**config.mk**
```make
export PLATFORM = sky130hd
export DESIGN_NAME = tart_top
export DESIGN_NICKNAME = d
export VERILOG_FILES = /design/src/rtl/tart_bus_pkg.sv /design/src/rtl/tart_data_pkg.sv /design/src/rtl/tart_stream_fifo.sv /design/src/rtl/tart_apb_decode.sv /design/src/rtl/tart_control.sv /design/src/rtl/tart_acquire.sv /design/src/rtl/tart_result_mux.sv /design/src/rtl/tart_top.sv
export SDC_FILE = /design/constraint.sdc
export NUM_CORES = 1
export LEC_CHECK = 0
export BUFFER_PORTS_ARGS = -buffer_cell sky130_fd_sc_hd__buf_4
export CORE_MARGIN = 4
export CORE_UTILIZATION = 55
export DETAILED_ROUTE_END_ITERATION = 12
export PLACE_DENSITY = 0.77
export SYNTH_ARGS = -nofsm -noshare
export SYNTH_HDL_FRONTEND = slang
export SYNTH_SLANG_ARGS = --single-unit
```
**constraint.sdc**
```tcl
create_clock -name b_clk -period 3.05 [get_ports b_clk]
set_input_delay 0.61 -clock b_clk [delete_from_list [all_inputs] [get_ports b_clk]]
set_output_delay 0.61 -clock b_clk [all_outputs]
set_load 0.05 [all_outputs]
```
**src/rtl/tart_bus_pkg.sv**
```systemverilog
package tart_bus_pkg;

   // ------------------------------
   // Bus widths
   // ------------------------------
   localparam int BUS_BITS  = 8;  // APB data width
   localparam int ADDR_BITS = 8;  // APB byte address width
   localparam int LOC_BITS  = 3;  // Register offset inside a unit

   // APB request from the host, setup then access phase
   typedef struct packed {
      logic [ADDR_BITS-1:0] paddr;
      logic                 pwrite;
      logic [BUS_BITS-1:0]  pwdata;
      logic                 psel;
      logic                 penable;
   } apb_req_t;

   // Target of the current access
   typedef enum logic [1:0] {
      UNIT_ACQ  = 2'd0,
      UNIT_CTRL = 2'd1,
      UNIT_NONE = 2'd2
   } unit_e;

   // Decoded request as seen by the units
   typedef struct packed {
      unit_e                unit;
      logic [LOC_BITS-1:0]  addr;    // Offset from the unit base
      logic                 write;
      logic [BUS_BITS-1:0]  wdata;
      logic                 strobe;  // First access cycle only
   } bus_sel_t;

   // ------------------------------
   // Register map
   // ------------------------------
   localparam logic [ADDR_BITS-1:0] ACQ_BASE  = 8'h00;
   localparam int                   ACQ_WIN   = 3;  // 8-byte window
   localparam logic [ADDR_BITS-1:0] CTRL_BASE = 8'h0C;
   localparam int                   CTRL_WIN  = 2;  // 4-byte window

   // Acquisition unit offsets
   localparam logic [LOC_BITS-1:0] AQ_CTRL  = 3'd0;  // Enable, debug, delay
   localparam logic [LOC_BITS-1:0] AQ_RAW   = 3'd1;  // Pops sample FIFO
   localparam logic [LOC_BITS-1:0] AQ_VIS   = 3'd2;  // Pops visibility FIFO
   localparam logic [LOC_BITS-1:0] AQ_LEVEL = 3'd3;  // {vis count, raw count}
   localparam logic [LOC_BITS-1:0] AQ_BLOCK = 3'd4;  // Visibility word counter

   // Reset handler offsets
   localparam logic [LOC_BITS-1:0] CT_RESET    = 3'd0;
   localparam logic [LOC_BITS-1:0] CT_STATUS   = 3'd1;
   localparam logic [LOC_BITS-1:0] CT_CHECKSUM = 3'd2;

endpackage

```
**src/rtl/tart_data_pkg.sv**
```systemverilog
package tart_data_pkg;

   // ------------------------------
   // Antenna side
   // ------------------------------
   localparam int ANT_BITS = 6;  // Default number of antennae
   localparam int TAG_BITS = 2;  // Sample sequence tag
   localparam int VIS_BITS = 8;  // Correlator word width

   // One raw sample across all antennae
   typedef struct packed {
      logic [TAG_BITS-1:0] tag;  // Upper bits
      logic [ANT_BITS-1:0] ant;  // One bit per antenna
   } sample_t;

   // Correlator output word
   typedef struct packed {
      logic [VIS_BITS-1:0] word;
   } vis_t;

   // ------------------------------
   // Acquisition settings
   // ------------------------------
   // Layout matches AQ_CTRL bits 4..0
   typedef struct packed {
      logic       enable;  // Bit 4, gates capture
      logic       debug;   // Bit 3, debug mode
      logic [2:0] delay;   // Bits 2..0, sample delay
   } aq_cfg_t;

   localparam int CFG_BITS = $bits(aq_cfg_t);

endpackage

```
**src/rtl/tart_stream_fifo.sv**
```systemverilog
module tart_stream_fifo #(
   parameter type item_t = logic [7:0],
   parameter int  DEPTH  = 8
) (
   input  logic                       b_clk,
   input  logic                       arst_n_i,
   input  logic                       clear_i,   // Synchronous flush
   input  logic                       push_i,
   input  item_t                      data_i,
   input  logic                       pop_i,
   output item_t                      data_o,    // Head of queue
   output logic                       full_o,
   output logic                       empty_o,
   output logic [$clog2(DEPTH+1)-1:0] count_o
);

   localparam int AW = (DEPTH > 1) ? $clog2(DEPTH) : 1;
   localparam int CW = $clog2(DEPTH + 1);

   item_t         mem [DEPTH];
   logic [AW-1:0] wr_ptr_q;
   logic [AW-1:0] rd_ptr_q;
   logic [CW-1:0] cnt_q;
   logic          do_push;
   logic          do_pop;

   assign do_push = push_i && !full_o;
   assign do_pop  = pop_i && !empty_o;

   // ------------------------------
   // Pointers and occupancy
   // ------------------------------
   always_ff @(posedge b_clk or negedge arst_n_i) begin
      if (!arst_n_i) begin
         wr_ptr_q <= '0;
         rd_ptr_q <= '0;
         cnt_q    <= '0;
      end else if (clear_i) begin
         wr_ptr_q <= '0;
         rd_ptr_q <= '0;
         cnt_q    <= '0;
      end else begin
         if (do_push)
            wr_ptr_q <= (wr_ptr_q == AW'(DEPTH - 1)) ? '0 : wr_ptr_q + 1'b1;
         if (do_pop)
            rd_ptr_q <= (rd_ptr_q == AW'(DEPTH - 1)) ? '0 : rd_ptr_q + 1'b1;
         if (do_push != do_pop)
            cnt_q <= do_push ? cnt_q + 1'b1 : cnt_q - 1'b1;
      end
   end

   // Storage, readable one cycle after the write
   always_ff @(posedge b_clk) begin
      if (do_push && !clear_i) mem[wr_ptr_q] <= data_i;
   end

   assign data_o  = mem[rd_ptr_q];
   assign full_o  = (cnt_q == CW'(DEPTH));
   assign empty_o = (cnt_q == '0);
   assign count_o = cnt_q;

   // Producer must hold off while full
   a_no_full_push : assert property (@(posedge b_clk) disable iff (!arst_n_i)
      (push_i && !clear_i) |-> !full_o);

endmodule

```
**src/rtl/tart_apb_decode.sv**
```systemverilog
module tart_apb_decode (
   input  logic                   b_clk,
   input  logic                   arst_n_i,
   input  tart_bus_pkg::apb_req_t req_i,
   output tart_bus_pkg::bus_sel_t sel_o,
   output logic                   unmapped_o
);

   localparam int AW = tart_bus_pkg::ADDR_BITS;
   localparam int LW = tart_bus_pkg::LOC_BITS;

   logic                access;   // psel and penable both high
   logic                busy_q;   // Past the first access cycle
   logic [AW-1:0]       base;     // Base of the hit window
   tart_bus_pkg::unit_e unit_d;   // Decoded from paddr
   tart_bus_pkg::unit_e unit_q;   // Held for the rest of the access

   assign access = req_i.psel & req_i.penable;

   // ------------------------------
   // Window compare
   // ------------------------------
   always_comb begin
      unit_d = tart_bus_pkg::UNIT_NONE;
      base   = '0;
      if ((req_i.paddr >> tart_bus_pkg::ACQ_WIN) ==
          (tart_bus_pkg::ACQ_BASE >> tart_bus_pkg::ACQ_WIN)) begin
         unit_d = tart_bus_pkg::UNIT_ACQ;
         base   = tart_bus_pkg::ACQ_BASE;
      end else if ((req_i.paddr >> tart_bus_pkg::CTRL_WIN) ==
                   (tart_bus_pkg::CTRL_BASE >> tart_bus_pkg::CTRL_WIN)) begin
         unit_d = tart_bus_pkg::UNIT_CTRL;
         base   = tart_bus_pkg::CTRL_BASE;
      end
   end

   // First-cycle tracking until the next setup phase
   always_ff @(posedge b_clk or negedge arst_n_i) begin
      if (!arst_n_i) begin
         busy_q <= 1'b0;
         unit_q <= tart_bus_pkg::UNIT_NONE;
      end else begin
         busy_q <= access;
         if (access && !busy_q) unit_q <= unit_d;  // Latch at strobe
      end
   end

   always_comb begin
      sel_o.unit   = busy_q ? unit_q : unit_d;
      sel_o.addr   = LW'(req_i.paddr - base);  // Local register offset
      sel_o.write  = req_i.pwrite;
      sel_o.wdata  = req_i.pwdata;
      sel_o.strobe = access & ~busy_q;          // One pulse per access
   end

   assign unmapped_o = (unit_d == tart_bus_pkg::UNIT_NONE);

   // Back-to-back accesses still need a setup cycle between strobes
   a_strobe_single : assert property (@(posedge b_clk) disable iff (!arst_n_i)
      sel_o.strobe |-> $past(req_i.psel && !req_i.penable));

endmodule

```
**src/rtl/tart_control.sv**
```systemverilog
module tart_control #(
   parameter int RTIME = 4  // Soft reset length in cycles
) (
   input  logic                                b_clk,
   input  logic                                arst_n_i,
   input  tart_bus_pkg::bus_sel_t              sel_i,
   output logic [tart_bus_pkg::BUS_BITS-1:0]   rdata_o,
   output logic                                soft_rst_o,
   input  logic [tart_bus_pkg::BUS_BITS-1:0]   status_i,    // Flags from acquire
   input  logic [tart_bus_pkg::BUS_BITS-1:0]   checksum_i
);

   localparam int CW = $clog2(RTIME + 1);
   localparam int BW = tart_bus_pkg::BUS_BITS;

   logic          hit;
   logic          start;    // Host reset request
   logic [CW-1:0] cnt_q;    // Remaining soft-reset cycles
   logic          busy;
   logic [BW-1:0] status;   // Status with busy bit merged

   assign hit   = sel_i.strobe && (sel_i.unit == tart_bus_pkg::UNIT_CTRL);
   assign start = hit && sel_i.write && (sel_i.addr == tart_bus_pkg::CT_RESET)
                  && sel_i.wdata[0];
   assign busy  = (cnt_q != '0);

   // ------------------------------
   // Reset stretcher
   // ------------------------------
   always_ff @(posedge b_clk or negedge arst_n_i) begin
      if (!arst_n_i) begin
         cnt_q <= '0;
      end else if (start && !busy) begin
         cnt_q <= CW'(RTIME);   // Requests during a reset are ignored
      end else if (busy) begin
         cnt_q <= cnt_q - 1'b1;
      end
   end

   assign soft_rst_o = busy;

   // Bit 2 of the status byte is owned here
   always_comb begin
      status    = status_i;
      status[2] = busy;
   end

   // Register read-back
   always_comb begin
      case (sel_i.addr)
         tart_bus_pkg::CT_RESET:    rdata_o = BW'(busy);
         tart_bus_pkg::CT_STATUS:   rdata_o = status;
         tart_bus_pkg::CT_CHECKSUM: rdata_o = checksum_i;
         default:                   rdata_o = '0;
      endcase
   end

   // Acquire sees exactly RTIME cycles of soft reset per request
   a_rst_len : assert property (@(posedge b_clk) disable iff (!arst_n_i)
      $rose(soft_rst_o) |-> ##RTIME !soft_rst_o);

endmodule

```
**src/rtl/tart_acquire.sv**
```systemverilog
module tart_acquire #(
   parameter int FIFO_DEPTH = 8
) (
   input  logic                              b_clk,
   input  logic                              arst_n_i,
   input  logic                              soft_rst_i,
   input  tart_bus_pkg::bus_sel_t            sel_i,
   output logic [tart_bus_pkg::BUS_BITS-1:0] rdata_o,
   input  logic                              sample_valid_i,
   input  tart_data_pkg::sample_t            sample_i,
   input  logic                              vis_valid_i,
   input  tart_data_pkg::vis_t               vis_i,
   output tart_data_pkg::aq_cfg_t            aq_cfg_o,
   output logic [tart_bus_pkg::BUS_BITS-1:0] flags_o,     // Status byte sources
   output logic [tart_bus_pkg::BUS_BITS-1:0] checksum_o
);

   localparam int BW = tart_bus_pkg::BUS_BITS;
   localparam int CW = $clog2(FIFO_DEPTH + 1);

   tart_data_pkg::aq_cfg_t  cfg_q;
   tart_data_pkg::sample_t  raw_data;
   tart_data_pkg::vis_t     vis_data;
   logic                    hit, wr, rd;
   logic                    rd_raw, rd_vis;
   logic                    raw_push, raw_pop, raw_full, raw_empty;
   logic                    vis_push, vis_pop, vis_full, vis_empty;
   logic [CW-1:0]           raw_cnt, vis_cnt;
   logic                    uflow_q, oflow_q;    // Sticky until reset
   logic [BW-1:0]           sum_q;               // Visibility checksum
   logic [BW-1:0]           blk_q;               // Words accepted

   // ------------------------------
   // Bus access
   // ------------------------------
   assign hit    = sel_i.strobe && (sel_i.unit == tart_bus_pkg::UNIT_ACQ);
   assign wr     = hit && sel_i.write;
   assign rd     = hit && !sel_i.write;
   assign rd_raw = rd && (sel_i.addr == tart_bus_pkg::AQ_RAW);
   assign rd_vis = rd && (sel_i.addr == tart_bus_pkg::AQ_VIS);

   // Streams cannot stall, so a full FIFO drops the word
   assign raw_push = sample_valid_i && cfg_q.enable && !raw_full;
   assign vis_push = vis_valid_i && !vis_full;
   assign raw_pop  = rd_raw && !raw_empty;  // Pop in the strobe cycle
   assign vis_pop  = rd_vis && !vis_empty;

   tart_stream_fifo #(
      .item_t (tart_data_pkg::sample_t),
      .DEPTH  (FIFO_DEPTH)
   ) u_raw_fifo (
      .b_clk    (b_clk),
      .arst_n_i (arst_n_i),
      .clear_i  (soft_rst_i),
      .push_i   (raw_push),
      .data_i   (sample_i),
      .pop_i    (raw_pop),
      .data_o   (raw_data),
      .full_o   (raw_full),
      .empty_o  (raw_empty),
      .count_o  (raw_cnt)
   );

   tart_stream_fifo #(
      .item_t (tart_data_pkg::vis_t),
      .DEPTH  (FIFO_DEPTH)
   ) u_vis_fifo (
      .b_clk    (b_clk),
      .arst_n_i (arst_n_i),
      .clear_i  (soft_rst_i),
      .push_i   (vis_push),
      .data_i   (vis_i),
      .pop_i    (vis_pop),
      .data_o   (vis_data),
      .full_o   (vis_full),
      .empty_o  (vis_empty),
      .count_o  (vis_cnt)
   );

   // ------------------------------
   // Settings, flags, checksum
   // ------------------------------
   always_ff @(posedge b_clk or negedge arst_n_i) begin
      if (!arst_n_i) begin
         cfg_q   <= '0;
         uflow_q <= 1'b0;
         oflow_q <= 1'b0;
         sum_q   <= '0;
         blk_q   <= '0;
      end else if (soft_rst_i) begin
         cfg_q   <= '0;
         uflow_q <= 1'b0;
         oflow_q <= 1'b0;
         sum_q   <= '0;
         blk_q   <= '0;
      end else begin
         if (wr && sel_i.addr == tart_bus_pkg::AQ_CTRL)
            cfg_q <= sel_i.wdata[tart_data_pkg::CFG_BITS-1:0];
         if ((rd_raw && raw_empty) || (rd_vis && vis_empty))
            uflow_q <= 1'b1;
         if ((sample_valid_i && cfg_q.enable && raw_full) || (vis_valid_i && vis_full))
            oflow_q <= 1'b1;
         if (vis_push) begin
            sum_q <= sum_q + vis_i.word;  // Wraps modulo 256
            blk_q <= blk_q + 1'b1;
         end
      end
   end

   // Empty reads return zero
   always_comb begin
      case (sel_i.addr)
         tart_bus_pkg::AQ_CTRL:  rdata_o = BW'(cfg_q);
         tart_bus_pkg::AQ_RAW:   rdata_o = raw_empty ? '0 : BW'(raw_data);
         tart_bus_pkg::AQ_VIS:   rdata_o = vis_empty ? '0 : BW'(vis_data);
         tart_bus_pkg::AQ_LEVEL: rdata_o = {4'(vis_cnt), 4'(raw_cnt)};
         tart_bus_pkg::AQ_BLOCK: rdata_o = blk_q;
         default:                rdata_o = '0;
      endcase
   end

   // Bit 2 left clear for the reset handler
   assign flags_o    = {uflow_q, oflow_q, !raw_empty, cfg_q.enable,
                        cfg_q.debug, 1'b0, !vis_empty, 1'b0};
   assign aq_cfg_o   = cfg_q;
   assign checksum_o = sum_q;

   // A read pop takes exactly one word out of a FIFO that holds data
   a_raw_pop_one : assert property (@(posedge b_clk) disable iff (!arst_n_i)
      (raw_pop && !raw_push && !soft_rst_i) |=> (raw_cnt == $past(raw_cnt) - 1'b1));
   a_vis_pop_one : assert property (@(posedge b_clk) disable iff (!arst_n_i)
      (vis_pop && !vis_push && !soft_rst_i) |=> (vis_cnt == $past(vis_cnt) - 1'b1));

endmodule

```
**src/rtl/tart_result_mux.sv**
```systemverilog
module tart_result_mux (
   input  logic                              b_clk,
   input  logic                              arst_n_i,
   input  tart_bus_pkg::bus_sel_t            sel_i,
   input  logic                              unmapped_i,
   input  logic [tart_bus_pkg::BUS_BITS-1:0] acq_rdata_i,
   input  logic [tart_bus_pkg::BUS_BITS-1:0] ctrl_rdata_i,
   output logic [tart_bus_pkg::BUS_BITS-1:0] prdata_o,
   output logic                              pready_o,
   output logic                              pslverr_o
);

   logic [tart_bus_pkg::BUS_BITS-1:0] rdata_d;
   logic [tart_bus_pkg::BUS_BITS-1:0] prdata_q;
   logic                              pready_q;
   logic                              pslverr_q;

   // Unmapped reads give zero
   always_comb begin
      case (sel_i.unit)
         tart_bus_pkg::UNIT_ACQ:  rdata_d = acq_rdata_i;
         tart_bus_pkg::UNIT_CTRL: rdata_d = ctrl_rdata_i;
         default:                 rdata_d = '0;
      endcase
   end

   // ------------------------------
   // Response, one cycle after strobe
   // ------------------------------
   always_ff @(posedge b_clk or negedge arst_n_i) begin
      if (!arst_n_i) begin
         pready_q  <= 1'b0;
         pslverr_q <= 1'b0;
      end else begin
         pready_q  <= sel_i.strobe;               // Fixed two-cycle access
         pslverr_q <= sel_i.strobe && unmapped_i;
      end
   end

   // Read data held until the next read
   always_ff @(posedge b_clk) begin
      if (sel_i.strobe && !sel_i.write) prdata_q <= rdata_d;
   end

   assign prdata_o  = prdata_q;
   assign pready_o  = pready_q;
   assign pslverr_o = pslverr_q;

endmodule

```
**src/rtl/tart_top.sv**
```systemverilog
module tart_top #(
   parameter int FIFO_DEPTH = 8,  // Per read-back FIFO
   parameter int RTIME      = 4   // Soft reset stretch
) (
   input  logic                              b_clk,
   input  logic                              arst_n_i,
   input  tart_bus_pkg::apb_req_t            req_i,
   output logic [tart_bus_pkg::BUS_BITS-1:0] prdata_o,
   output logic                              pready_o,
   output logic                              pslverr_o,
   input  logic                              sample_valid_i,
   input  tart_data_pkg::sample_t            sample_i,
   input  logic                              vis_valid_i,
   input  tart_data_pkg::vis_t               vis_i,
   output tart_data_pkg::aq_cfg_t            aq_cfg_o
);

   tart_bus_pkg::bus_sel_t            sel;
   logic                              unmapped;
   logic                              soft_rst;
   logic [tart_bus_pkg::BUS_BITS-1:0] acq_rdata, ctrl_rdata;
   logic [tart_bus_pkg::BUS_BITS-1:0] flags, checksum;

   // ------------------------------
   // Decode, execute, result
   // ------------------------------
   tart_apb_decode u_decode (
      .b_clk(b_clk), .arst_n_i(arst_n_i),
      .req_i(req_i), .sel_o(sel), .unmapped_o(unmapped)
   );

   tart_control #(.RTIME(RTIME)) u_control (
      .b_clk(b_clk), .arst_n_i(arst_n_i),
      .sel_i(sel), .rdata_o(ctrl_rdata),
      .soft_rst_o(soft_rst),              // Clears acquire only
      .status_i(flags), .checksum_i(checksum)
   );

   tart_acquire #(.FIFO_DEPTH(FIFO_DEPTH)) u_acquire (
      .b_clk(b_clk), .arst_n_i(arst_n_i), .soft_rst_i(soft_rst),
      .sel_i(sel), .rdata_o(acq_rdata),
      .sample_valid_i(sample_valid_i), .sample_i(sample_i),
      .vis_valid_i(vis_valid_i), .vis_i(vis_i),
      .aq_cfg_o(aq_cfg_o), .flags_o(flags), .checksum_o(checksum)
   );

   tart_result_mux u_result (
      .b_clk(b_clk), .arst_n_i(arst_n_i),
      .sel_i(sel), .unmapped_i(unmapped),
      .acq_rdata_i(acq_rdata), .ctrl_rdata_i(ctrl_rdata),
      .prdata_o(prdata_o), .pready_o(pready_o), .pslverr_o(pslverr_o)
   );

endmodule

```
==> impl_metrics.toml <==
[placement]
pre_cts_ws_ps = 349
numPortBuffers = 50
gp_congestion = 0.959
dpl.cell_count = 876
hpwl_um = 13000

[die]
io_pins = 54
start_util_pct = 56.5
die_h_um = 133
die_area_um2 = 17800
rows = 45
die_x_um = 133
design.core.area_um2 = 15300

[sta]
max_slew_margin_pct = 38.7
drv_slew = 0
finalCritPeriodShare_pct = 85.2
setup_tns_ps = 0
skew_ps = 9.96
setup_violations = 0
fin_ws_ps = 452
worstMarginPinSlew_ps = 915
period_needed_ps = 2600
rsz0062_at_grt = "false"
finalHoldViolations = 0
fmax_mhz = 385

[logic_synthesis]
synth-seq-cells = 187
yosys_warnings = 0
synth.distinct_cells = 56
synthCells = 614
yosysSeqAreaShare_pct = 61.9
synth_area_um2 = 8660
synth_edf_count = 136
synth_ff_type = "edfxtp_1"
async_reset_ff_share_pct = 27.3
syn_avg_cell_area_um2 = 14.1
syn_nets = 678
synth_area_leaders = "edfxtp_1 47%, dfrtp_1 14%, mux4_2 8.3%, mux2i_1 3.6%, ha_1 3.2%"
synth_top_area_cell = "edfxtp_1"
synth_top_area_share_pct = 47.2

[setup_path]
reg2reg_from = "u_acquire.u_vis_fifo.count_o[0]"
r2r_end = "u_acquire.u_vis_fifo.count_o[3]"
worstPathArrival_ps = 2930
cp-end-kind = "flip-flop"
rrSetupSlack_ps = 450
startpoint_type = "flip-flop"
critPathKind = "flip-flop to flip-flop"
critPathMaxFanout = 8
r2r_cells = 9
cp_data_required_time_ps = 3380

[pwr]
max-vdd-ir-drop_uv = 431
pwr-share-comb_pct = 12.2
power.share.sequential_pct = 49.3
power_switching_mw = 1.64
sw_frac_of_total_pct = 28.1
powerDensity_nw_per_um2 = 582
power_leakage_nw = 3.66
clkPwrFrac_pct = 38.5
p_int_mw = 4.21

[routing]
totalWireLength_um = 18800
drc = 0
dr.pass1.iters = 5
viasPerCell = 6.11
wl_per_cell_um = 20.7
drtIter0Drc = 539
vias = 5545
ant_nets = 0

[final_layout]
register_area_um2 = 5360
final_cell_mix = "136 x edfxtp_1, 82 x buf_4, 50 x dfrtp_1, 47 x nand2_1, 47 x nor2_1"
antenna_cells = 0
fin_nets = 748
multi_input_area_um2 = 3120
area_growth_syn_to_layout_pct = 16.0
nFillCells = 1094
drive_above_1_share_pct = 23.1
final_common_cell = "edfxtp_1"
fin_cells = 908

[global_route]
grt_overflow = 0
grt_pass1_vias = 5762
grt_pass1_wl_um = 31000
grt_antenna_before_repair = 0
grt_usage_pct = 22.6
grt_max_degree = 52

[cts]
cts_made_buffers = 17
cts.clk_slew.worst_paths_ps = 80
postCtsSetupBuffers = 0
cts-resized-gates = 0
clk_latency_ps = 440
htreeDepth = 4
cts_root_buf = "clkbuf_16"
clock_sinks = 187
cts_tree = "built"
clk_path_buf_depth = 2
cts_hold_buf = 0

[flow_run]
max_cap_violations = 0

[outcome]
status = "finished clean"

[hold_path]
hold_path_class = "input port to asynchronous set/reset pin"
[synth_stat cells (all sizes together) (2+ instances only)]
master   number
edfxtp      136
dfrtp        50
nand2        47
nor2         47
mux4         32
mux2i        31
a21oi        27
nor3         24
clkbuf       22
ha           22
nand3        15
inv          14
o21ai        11
buf           9
nand2b        9
nand4         8
a21o          7
xnor2         7
xor2          7
a22oi         6
and3          6
nand3b        6
a211oi        5
a221oi        5
mux2          5
nor2b         5
nor4          5
o22a          5
or3           5
fa            3
o2111ai       3
o21bai        3
o22ai         3
and2          2
nand4b        2
o21a          2
o221ai        2
or2           2
or4           2
[how the worst max path moves through the flow]
stage | from | endpoint | slack, ps
2_1_floorplan | vis_valid_i | u_acquire.u_vis_fifo.count_o[3] | 80
3_3_place_gp | req_i[14] | u_result.prdata_o[2] | 390
3_5_place_dp | req_i[16] | u_result.prdata_o[5] | 350
4_1_cts | u_acquire.u_vis_fifo.count_o[0] | u_acquire.u_vis_fifo.count_o[3] | 460
5_1_grt | u_acquire.u_vis_fifo.count_o[0] | u_acquire.u_vis_fifo.count_o[3] | 270
6_report | u_acquire.u_vis_fifo.count_o[0] | u_acquire.u_vis_fifo.count_o[3] | 450
[layer usage]
layer  up-vias  share of wire [%]  global-route usage, %
met1      2783                 40                   29.4
met4         0                2.8                   8.69
met3        38                6.5                   5.25
met5         -                  0                      0
li1       2506                  -                      -
met2       218                 50                   37.3
[critical path: stages, from the launching register on]
cell	delay [ps]
dfrtp_1	460
nor3_1	460
a21oi_1	170
inv_1	110
buf_4	170
ha_1	270
a21oi_1	230
o21bai_1	160
o221ai_1	160
a2111oi_2	290
[layout make-up]
type                    instances  area share [%]
flip-flops and latches        187            53.4
multi-input cells             382            31.1
repair buffers                 82            6.13
clock buffers                  17            4.23
well taps                     211            2.63
clock inverters                15            2.06
inverters                      14           0.523
[cells by family (layout without fill, tap and decap cells)]
logic type | count (synthesis) | after routing | synth area share [%]
AOI/OAI and AO/OA | 87 | 87 | 6.89
xor gates and xnor gates | 15 | 15 | 1.68
adders and majority gates | 25 | 25 | 3.87
buffers and inverters | 45 | 128 | 2.05
DFF | 187 | 187 | 61.9
muxes | 68 | 68 | 12.6
and+or+nand+nor | 187 | 187 | 11.0
[state kept, by name, indices dropped and copies added, names as in the netlist, 4 cells and up]
register and flops:
u_acquire.u_raw_fifo.count_o 4, u_acquire.blk_q 8, u_acquire.checksum_o 8, u_acquire.u_vis_fifo.count_o 4, u_acquire.aq_cfg_o 5, u_result.prdata_o 8
u_acquire.u_raw_fifo.mem 64, u_acquire.u_vis_fifo.mem 64
[per-stage QoR]
stage / total power [mW] / hold slack [ps] / area [µm²] / utilization (%)
after floorplan: 3.37 / 314 / 8660 / -
after global placement: 3.59 / 474 / 9410 / 61.5
after detailed placement: 3.64 / 497 / 9410 / 61.5
after CTS: 5.88 / 215 / 10000 / 65.6
after global routing: 6.09 / 252 / 10000 / 65.6
final: 5.85 / 202 / 10000 / 65.6
[power groups by stage]
stage | sequential (mW) | clock, mW | combinational [mW]
2_1_floorplan | 2.92 | 0 | 0.444
3_3_place_gp | 2.93 | 0 | 0.660
3_5_place_dp | 2.94 | 0 | 0.706
4_1_cts | 2.88 | 2.29 | 0.713
5_1_grt | 2.89 | 2.40 | 0.796
6_report | 2.88 | 2.25 | 0.713
Note: power is estimated with default switching activity, not from simulation.
